## src/verilog/kmac_pkg.sv

```systemverilog
/*
  KMAC side definitions: key length encoding, encoded key block width and the
  sparse controller state encoding. Used by the controller, the key datapath,
  the top level and the testbench.
*/

`default_nettype none

package kmac_pkg;

  //////////////////////////////
  // Key block geometry
  //////////////////////////////

  // Widest supported secret key
  localparam int MaxKeyLen = 512;

  // left_encode(len(key)) takes at most three bytes
  localparam int KeyLenEncW = 24;

  // left_encode(rate) in front of the key string
  localparam int PrefixW = 16;

  // Full block as pushed to the SHA3 core, 552 bits
  localparam int EncodedKeyW = MaxKeyLen + KeyLenEncW + PrefixW;

  // Secret key length select
  typedef enum logic [2:0] {
    Key128 = 3'd0,
    Key192 = 3'd1,
    Key256 = 3'd2,
    Key384 = 3'd3,
    Key512 = 3'd4
  } key_len_e;

  //////////////////////////////
  // Controller states
  //////////////////////////////

  localparam int StateW = 6;

  // Sparse encoding, every pair of states is at least 3 bits apart
  // A single flipped bit never lands on another legal state
  typedef enum logic [StateW-1:0] {
    StKmacIdle      = 6'b011000,
    // Pushing the encoded key block
    StKey           = 6'b010111,
    // Forwarding the message stream
    StKmacMsg       = 6'b001110,
    // Waiting for the SHA3 core to finish
    StKmacFlush     = 6'b101011,
    StTerminalError = 6'b100000
  } kmac_st_e;

endpackage

`default_nettype wire

```

## src/verilog/sha3_pkg.sv

```systemverilog
/*
  Keccak side definitions shared by the KMAC front end and its testbench.
  Holds the message word geometry, the strength encoding and the per-strength
  rate and bytepad prefix tables.
*/

`default_nettype none

package sha3_pkg;

  //////////////////////////////
  // Message geometry
  //////////////////////////////

  // One message word towards the SHA3 core
  localparam int MsgWidth = 64;

  // One strobe bit per message byte
  localparam int MsgStrbW = MsgWidth / 8;

  // Key word index, wide enough for the largest rate in words
  localparam int KeyAddrW = 5;

  // Number of supported strengths
  localparam int NumStrength = 5;

  //////////////////////////////
  // Strength
  //////////////////////////////

  // Security strength, selects the Keccak rate
  typedef enum logic [2:0] {
    L128 = 3'd0,
    L224 = 3'd1,
    L256 = 3'd2,
    L384 = 3'd3,
    L512 = 3'd4
  } keccak_strength_e;

  // Rate in 64-bit words, indexed by strength
  // 168, 144, 136, 104 and 72 bytes
  localparam logic [KeyAddrW-1:0] BlockLimit [NumStrength] = '{
    5'd21, 5'd18, 5'd17, 5'd13, 5'd9
  };

  // left_encode(rate) as sent on the bus, little-endian
  // Low byte is the length byte 0x01, high byte is the rate in bytes
  localparam logic [15:0] BytepadPrefix [NumStrength] = '{
    16'hA801, 16'h9001, 16'h8801, 16'h6801, 16'h4801
  };

endpackage

`default_nettype wire

```

## src/verilog/kmac_core.sv

```systemverilog
/*
  KMAC front end between the message FIFO and the SHA3 core. Pushes the
  encoded key block after start when KMAC is enabled, then forwards the
  message; with KMAC off all traffic and process pass straight through.
*/

`default_nettype none

module kmac_core (
  input  logic                            clk_i,
  input  logic                            rst_ni,

  // Message FIFO
  input  logic                            fifo_valid_i,
  input  logic [sha3_pkg::MsgWidth-1:0]   fifo_data_i,
  input  logic [sha3_pkg::MsgStrbW-1:0]   fifo_strb_i,
  output logic                            fifo_ready_o,

  // SHA3 core message port
  output logic                            msg_valid_o,
  output logic [sha3_pkg::MsgWidth-1:0]   msg_data_o,
  output logic [sha3_pkg::MsgStrbW-1:0]   msg_strb_o,
  input  logic                            msg_ready_i,

  // Configuration
  input  logic                            kmac_en_i,
  input  sha3_pkg::keccak_strength_e      strength_i,
  input  logic [kmac_pkg::MaxKeyLen-1:0]  key_data_i,
  input  kmac_pkg::key_len_e              key_len_i,

  // Control pulses and escalation level
  input  logic                            start_i,
  input  logic                            process_i,
  input  logic                            done_i,
  input  logic                            escalate_i,

  output logic                            process_o,
  output logic                            fsm_error_o
);

  import sha3_pkg::*;

  // Controller to datapath
  logic                key_write;
  logic                key_valid;
  logic [KeyAddrW-1:0] key_index;

  //////////////////////////////
  // Controller
  //////////////////////////////

  kmac_ctrl_fsm u_ctrl (
    .clk_i       (clk_i),
    .rst_ni      (rst_ni),
    .kmac_en_i   (kmac_en_i),
    .start_i     (start_i),
    .process_i   (process_i),
    .done_i      (done_i),
    .escalate_i  (escalate_i),
    .strength_i  (strength_i),
    .msg_ready_i (msg_ready_i),
    .key_write_o (key_write),
    .key_valid_o (key_valid),
    .key_index_o (key_index),
    .process_o   (process_o),
    .fsm_error_o (fsm_error_o)
  );

  //////////////////////////////
  // Key datapath and mux
  //////////////////////////////

  kmac_key_datapath u_datapath (
    .key_data_i   (key_data_i),
    .key_len_i    (key_len_i),
    .strength_i   (strength_i),
    .key_write_i  (key_write),
    .key_valid_i  (key_valid),
    .key_index_i  (key_index),
    .fifo_valid_i (fifo_valid_i),
    .fifo_data_i  (fifo_data_i),
    .fifo_strb_i  (fifo_strb_i),
    .fifo_ready_o (fifo_ready_o),
    .msg_valid_o  (msg_valid_o),
    .msg_data_o   (msg_data_o),
    .msg_strb_o   (msg_strb_o),
    .msg_ready_i  (msg_ready_i)
  );

endmodule

`default_nettype wire

```

## src/verilog/kmac_ctrl_fsm.sv

```systemverilog
/*
  KMAC controller. Sequences idle, key block, message and flush, counts the
  key words against the rate of the selected strength and holds back an early
  process request until the key block has been sent. Escalation or a corrupt
  state register lands in a terminal error state that only reset leaves.
*/

`default_nettype none

module kmac_ctrl_fsm (
  input  logic                            clk_i,
  input  logic                            rst_ni,

  // Control
  input  logic                            kmac_en_i,
  input  logic                            start_i,
  input  logic                            process_i,
  input  logic                            done_i,
  input  logic                            escalate_i,
  input  sha3_pkg::keccak_strength_e      strength_i,

  // Back-pressure from the SHA3 core
  input  logic                            msg_ready_i,

  // To the key datapath
  output logic                            key_write_o,
  output logic                            key_valid_o,
  output logic [sha3_pkg::KeyAddrW-1:0]   key_index_o,

  // To the SHA3 core and status
  output logic                            process_o,
  output logic                            fsm_error_o
);

  import sha3_pkg::*;
  import kmac_pkg::*;

  kmac_st_e st_q, st_d;

  // Key word counter
  logic [KeyAddrW-1:0] key_index_q;
  logic                inc_index;
  logic                clr_index;

  // Rate of the selected strength in words
  logic [KeyAddrW-1:0] block_limit;
  logic                sent_block;

  // Process request generated by the controller
  logic kmac_process;
  logic process_latched_q;

  //////////////////////////////
  // Block limit
  //////////////////////////////

  always_comb begin
    case (strength_i)
      L128:    block_limit = BlockLimit[L128];
      L224:    block_limit = BlockLimit[L224];
      L256:    block_limit = BlockLimit[L256];
      L384:    block_limit = BlockLimit[L384];
      L512:    block_limit = BlockLimit[L512];
      // Unknown strength ends the key phase at once
      default: block_limit = '0;
    endcase
  end

  assign sent_block = (key_index_q == block_limit);

  //////////////////////////////
  // State machine
  //////////////////////////////

  always_ff @(posedge clk_i or negedge rst_ni) begin
    if (!rst_ni) begin
      st_q <= StKmacIdle;
    end else begin
      st_q <= st_d;
    end
  end

  always_comb begin
    st_d         = st_q;
    key_write_o  = 1'b0;
    key_valid_o  = 1'b0;
    clr_index    = 1'b0;
    kmac_process = 1'b0;
    fsm_error_o  = 1'b0;

    case (st_q)
      StKmacIdle: begin
        if (kmac_en_i && start_i) begin
          st_d = StKey;
        end
      end

      // Full rate block goes out whatever process_i does
      StKey: begin
        key_write_o = 1'b1;
        if (sent_block) begin
          st_d      = StKmacMsg;
          clr_index = 1'b1;
        end else begin
          key_valid_o = 1'b1;
        end
      end

      // Message words pass through the datapath untouched
      StKmacMsg: begin
        if (process_i || process_latched_q) begin
          kmac_process = 1'b1;
          st_d         = StKmacFlush;
        end
      end

      StKmacFlush: begin
        if (done_i) begin
          st_d = StKmacIdle;
        end
      end

      StTerminalError: begin
        fsm_error_o = 1'b1;
      end

      // Illegal encoding, treat like escalation
      default: begin
        st_d        = StTerminalError;
        fsm_error_o = 1'b1;
      end
    endcase

    // Escalation wins over every transition
    if (escalate_i) begin
      st_d = StTerminalError;
    end
  end

  //////////////////////////////
  // Key word index
  //////////////////////////////

  // Advance only on a word taken by the SHA3 core
  assign inc_index = key_valid_o && msg_ready_i;

  always_ff @(posedge clk_i or negedge rst_ni) begin
    if (!rst_ni) begin
      key_index_q <= '0;
    end else if (clr_index) begin
      key_index_q <= '0;
    end else if (inc_index) begin
      key_index_q <= key_index_q + 1'b1;
    end
  end

  assign key_index_o = key_index_q;

  //////////////////////////////
  // Process handling
  //////////////////////////////

  // Remember a process request that came while it could not be forwarded
  // e.g. an empty message where process_i arrives during the key block
  always_ff @(posedge clk_i or negedge rst_ni) begin
    if (!rst_ni) begin
      process_latched_q <= 1'b0;
    end else if (process_i && !process_o) begin
      process_latched_q <= 1'b1;
    end else if (process_o || done_i) begin
      process_latched_q <= 1'b0;
    end
  end

  // Without KMAC the request goes straight to the SHA3 core
  assign process_o = kmac_en_i ? kmac_process : process_i;

endmodule

`default_nettype wire

```

## src/verilog/kmac_key_datapath.sv

```systemverilog
/*
  KMAC key datapath. Builds bytepad(encode_string(key), rate) as one wide
  block, slices out the word picked by the controller and multiplexes key
  words and FIFO words onto the SHA3 message stream.
*/

`default_nettype none

module kmac_key_datapath (
  // Key configuration
  input  logic [kmac_pkg::MaxKeyLen-1:0]  key_data_i,
  input  kmac_pkg::key_len_e              key_len_i,
  input  sha3_pkg::keccak_strength_e      strength_i,

  // From the controller
  input  logic                            key_write_i,
  input  logic                            key_valid_i,
  input  logic [sha3_pkg::KeyAddrW-1:0]   key_index_i,

  // Message FIFO side
  input  logic                            fifo_valid_i,
  input  logic [sha3_pkg::MsgWidth-1:0]   fifo_data_i,
  input  logic [sha3_pkg::MsgStrbW-1:0]   fifo_strb_i,
  output logic                            fifo_ready_o,

  // SHA3 core side
  output logic                            msg_valid_o,
  output logic [sha3_pkg::MsgWidth-1:0]   msg_data_o,
  output logic [sha3_pkg::MsgStrbW-1:0]   msg_strb_o,
  input  logic                            msg_ready_i
);

  import sha3_pkg::*;
  import kmac_pkg::*;

  // left_encode(rate)
  logic [PrefixW-1:0]     prefix;

  // prefix || left_encode(len) || key || zero fill
  logic [EncodedKeyW-1:0] encoded_block;

  // Block zero extended so that any index reads a defined word
  logic [(2**KeyAddrW)*MsgWidth-1:0] block_pad;

  logic [MsgWidth-1:0]    key_word;

  //////////////////////////////
  // Prefix select
  //////////////////////////////

  always_comb begin
    case (strength_i)
      L128:    prefix = BytepadPrefix[L128];
      L224:    prefix = BytepadPrefix[L224];
      L256:    prefix = BytepadPrefix[L256];
      L384:    prefix = BytepadPrefix[L384];
      L512:    prefix = BytepadPrefix[L512];
      default: prefix = '0;
    endcase
  end

  //////////////////////////////
  // Encoded key block
  //////////////////////////////

  // Length bytes are written in bus order, so the big-endian length of the
  // spec appears byte swapped here
  // Short keys need one length byte, 0x01 then the length in bits
  // Long keys need two, 0x02 then the length high byte first
  always_comb begin
    case (key_len_i)
      Key128: encoded_block = {{(MaxKeyLen - 120){1'b0}},
                               key_data_i[127:0], 16'h8001, prefix};
      Key192: encoded_block = {{(MaxKeyLen - 184){1'b0}},
                               key_data_i[191:0], 16'hC001, prefix};
      Key256: encoded_block = {{(MaxKeyLen - 256){1'b0}},
                               key_data_i[255:0], 24'h000102, prefix};
      Key384: encoded_block = {{(MaxKeyLen - 384){1'b0}},
                               key_data_i[383:0], 24'h800102, prefix};
      // Largest key fills the block exactly
      Key512: encoded_block = {key_data_i[511:0], 24'h000202, prefix};
      default: encoded_block = '0;
    endcase
  end

  // Words past the encoded block read as zero, the rest of the rate
  assign block_pad = {{((2**KeyAddrW)*MsgWidth - EncodedKeyW){1'b0}}, encoded_block};

  // Word slicer
  assign key_word = block_pad[key_index_i*MsgWidth +: MsgWidth];

  //////////////////////////////
  // Stream multiplexer
  //////////////////////////////

  // Key phase owns the bus and stalls the FIFO
  assign msg_valid_o  = key_write_i ? key_valid_i : fifo_valid_i;
  assign msg_data_o   = key_write_i ? key_word    : fifo_data_i;

  // Key words are always full width
  assign msg_strb_o   = key_write_i ? '1          : fifo_strb_i;
  assign fifo_ready_o = key_write_i ? 1'b0        : msg_ready_i;

endmodule

`default_nettype wire

```

## config.mk

```make
export PLATFORM = sky130hd
export DESIGN_NAME = kmac_core
export DESIGN_NICKNAME = d
export VERILOG_FILES = /design/src/verilog/kmac_pkg.sv /design/src/verilog/sha3_pkg.sv /design/src/verilog/kmac_core.sv /design/src/verilog/kmac_ctrl_fsm.sv /design/src/verilog/kmac_key_datapath.sv
export SDC_FILE = /design/constraint.sdc
export NUM_CORES = 1
export LEC_CHECK = 0
export BUFFER_PORTS_ARGS = -buffer_cell sky130_fd_sc_hd__buf_2
export CAP_MARGIN = 0
export CORE_AREA = 8 8 259 261
export CTS_CLUSTER_DIAMETER = 150
export CTS_CLUSTER_SIZE = 30
export DETAILED_ROUTE_END_ITERATION = 16
export DIE_AREA = 0 0 267 269
export GPL_TIMING_DRIVEN = 0
export PLACE_DENSITY = 0.36
export SETUP_SLACK_MARGIN = 0.15
export SYNTH_ARGS = -nofsm -noshare
export SYNTH_HDL_FRONTEND = slang
export SYNTH_SLANG_ARGS = --single-unit
```

## constraint.sdc

```tcl
create_clock -name clk_i -period 4.7 [get_ports clk_i]
set_input_delay 1.41 -clock clk_i [delete_from_list [all_inputs] [get_ports clk_i]]
set_output_delay 1.41 -clock clk_i [all_outputs]
set_load 0.01 [all_outputs]
```

==> run summary <==
Outcome: finished with violations
Failing checks: setup timing
Io pins: 675
Synth Cell Area: 0.00924 sq mm
Starting density of the core: 14.7%
Critical Path Max Stage Delay: 0.74 ns
CTS tree: built
Die ar.: 0.0718 sq mm
Crit Reg-Reg Startpoint: u_ctrl.key_index_o[2]
Final wirelength: 129 mm
Cells after Synth: 1450
Layout Skew: 0.00542 ns
Post-layout instance count excluding filler cells: 3112
Tcrit/Tclk final: 109%
Synthesis-to-layout area growth: 98.0%
Largest net degree at the start of global routing: 13
Worst setup EP type: primary output
Total chip power: 1790 uW
Worst Path Arrival: 3.73 ns
Fill cells: 6998
Vias per cell: 5.87
Fin Hold WS: 0.560 ns
Setup crit start kind: primary input
Worst min path class: flip-flop to flip-flop
Synth cell types: 72
Max-Cap Viols: 0
Synth Register Bits: 12
GRT Overall Usage: 33.1%
H-tree depth: 1
Placed insts: 2969
Cell Chain, Critical Path: buf_12, or3b_4, nand2_4, buf_8, clkbuf_16, a21oi_4, o41ai_4, o311ai_2, nand2_1, buf_2
CTS buffer count: 3
Required @ worst endpoint: 3.29 ns
DRC Markers: 0
IO buf count: 671
Clock buffer depth: 2
Synth top area cells: a221oi_1 (8.6%), a21oi_1 (8.2%), mux2i_1 (7.2%), nand2_1 (6.4%), o21ai_0 (5.3%)
Pre-antenna DRT Iters: 6
Power per cell area: 98.0 mW/mm^2
Slack of the critical path: -0.440 ns
Via Count: 18270
Skew-Pair Late Insertion Delay: 0.25 ns
End-of-flow core utilization: 29.2%
Die W: 267 um
First-pass GRT wire length: 164 mm
HP Start: u_ctrl.process_latched_q
Syn_nets: 2050
Grt ovf: 0
Ys async rst share: 100%
Crit-path max FO: 7
Initial antenna violation count: 53
Critical path's slowest cell: o41ai_4
Setup CP Type: primary input to primary output
Hold Vio Cnt, Final: 0
Die height: 269 um
Max_slew headroom: 11.6%
Final #Nets: 2838
Post-DP HPWL: 105 mm
DR iter-0 viols: 2084
Top_reg_cell synth: dfrtp_1
Vias in the first global route: 17835
Fin Setup TNS: -12.80 ns
Layout cells sized above 1: 54.0%
Wire per inst: 41.4 um
Final setup viols: 64
Clk pin slew, worst setup/hold paths: 0.04 ns
Post-synthesis sequential area ratio: 3.28%
Cell taking the most area after synthesis: a221oi_1
Static leakage: 0.00739 uW
FP Rows: 92
Fin crit period: 5.14 ns
Worst-Margin Slew: 1.33 ns
Gpl congestion: 1.01
Routed Antenna Nets: 0
Unrepaired setup endpoints after global routing: true
Peak Freq: 195 MHz
Number of flops mapped to enable cells by yosys: 0
Yosys warnings: 0
Share of the synthesized area in the top cell type: 8.63%
Peak supply drop: 0.108 mV
Crit. Startpoint: key_len_i[1]
Final Max Slew Viols: 0
Mean Syn Cell Area: 6.37 sq um
Core area: 0.0627 sq mm
Clock root cell: clkbuf_16
Hold buffers post-CTS: 0
Clock Sinks: 12
[per-layer routing]
layer | GRT usage [%] | share of wire, %
met5 | 0 | 0.21
met4 | 15.9 | 5.6
met3 | 8.68 | 10
met2 | 53.4 | 45
met1 | 40.8 | 39
[kinds of logic after synthesis]
| family | share of synthesized area (%) |
|---|---|
| AOI/OAI and AO/OA | 55.9 |
| and+or+nand+nor | 22.8 |
| adders and majority gates | 0.135 |
| DFF | 3.28 |
| buffers and inverters | 8.98 |
| muxes | 8.86 |
| xor gates and xnor gates | 0.0949 |
[metrics by stage]
stage | setup slack [ns] | instance area (sq um)
floorplan | 0.179 | 9240
global placement | -2.38 | 13700
detailed placement | -2.03 | 13700
CTS | -0.381 | 17100
global route | -0.442 | 18300
finish | -0.440 | 18300
[final cells by class]
class | instances | area, sq um | share of cell area (%)
antenna | 29 | 72.6 | 0.397
buffer | 186 | 1800 | 9.87
clock buffer | 4 | 88.8 | 0.486
inverter | 15 | 61.3 | 0.335
multi-input combinational | 1237 | 10200 | 56.0
sequential | 12 | 303 | 1.66
tap | 846 | 1060 | 5.79
timing repair buffer | 783 | 4660 | 25.5
[Yosys cell counts (17+ instances only)]
| master | number |
|---|---|
| nand2_1 | 158 |
| a21oi_1 | 151 |
| clkbuf_1 | 117 |
| o21ai_0 | 98 |
| a221oi_1 | 91 |
| nor2b_1 | 70 |
| mux2i_1 | 66 |
| a211oi_1 | 62 |
| nor2_1 | 52 |
| a22oi_1 | 47 |
| a31oi_1 | 43 |
| buf_2 | 39 |
| nand3_1 | 37 |
| nand2b_1 | 33 |
| o221ai_1 | 30 |
| o211ai_1 | 26 |
| buf_1 | 23 |
| nor3_1 | 20 |
| a311oi_1 | 17 |
[where the power goes]
| group | internal, uW | total (uW) | switching, uW | leakage [uW] |
|---|---|---|---|---|
| Sequential | 105 | 106 | 0.929 | 0.000144 |
| Combinational | 641 | 1510 | 865 | 0.00720 |
| Clock | 129 | 180 | 50.6 | 0.0000443 |
[repair_timing]
action / CTS / global route
gates resized for setup: 677 / 196
setup endpoints to repair: 65 / 65
gates cloned: 4 / 4
buffers inserted: 74 / 29
pin swaps: 144 / 116
[cell usage in the layout (no fill, tap or decap), drive strengths merged, types with 6 or more instances in the layout]
cell type / netlist / final
nor2b: 70 / 70
o21ai: 105 / 105
a211o: 7 / 7
nor2: 53 / 53
a221oi: 91 / 91
o41ai: 13 / 13
a2111oi: 6 / 6
diode: 0 / 29
and3: 8 / 8
buf: 69 / 859
a21o: 15 / 15
nand2: 158 / 158
mux2i: 66 / 66
o22ai: 10 / 10
a31oi: 43 / 43
o31ai: 13 / 13
a221o: 9 / 9
o32ai: 6 / 6
o221ai: 30 / 30
nor3: 20 / 20
o311ai: 12 / 12
a211oi: 62 / 62
nor4: 8 / 8
mux2: 8 / 8
a2bb2oi: 11 / 11
inv: 14 / 14
nand3b: 6 / 6
and2: 6 / 6
dfrtp: 10 / 10
a311oi: 17 / 17
a22oi: 47 / 47
a21boi: 10 / 10
nand2b: 33 / 33
a22o: 15 / 15
o211ai: 26 / 26
nand3: 37 / 37
a21oi: 152 / 152
clkbuf: 117 / 112
a32o: 7 / 7
[critical path: cells and delay by family]
family	cells	cell delay, ns
simple gates	3	0.72
buf+inv	4	0.53
compound gates	3	1.05
[worst paths after layout]
kind / to / slack (ns) / depth (start not counted)
setup reg to reg: u_ctrl.key_index_o[4] / 1.56 / 6
max in group asynchronous: u_ctrl.st_q[3] / 3.36 / 1
setup / recovery: msg_data_o[10] / -0.44 / 10
hold reg to reg: u_ctrl.process_latched_q / 0.56 / 2
min in group asynchronous: u_ctrl.key_index_o[3] / 1.05 / 1
hold / removal: u_ctrl.process_latched_q / 0.56 / 2
[flip-flops by register name, indices dropped and copies added, names as in the netlist]
name and count:
u_ctrl.st_q 6, u_ctrl.key_index_o 5, u_ctrl.process_latched_q 1
No activity file was read; power rests on OpenSTA's default activity.
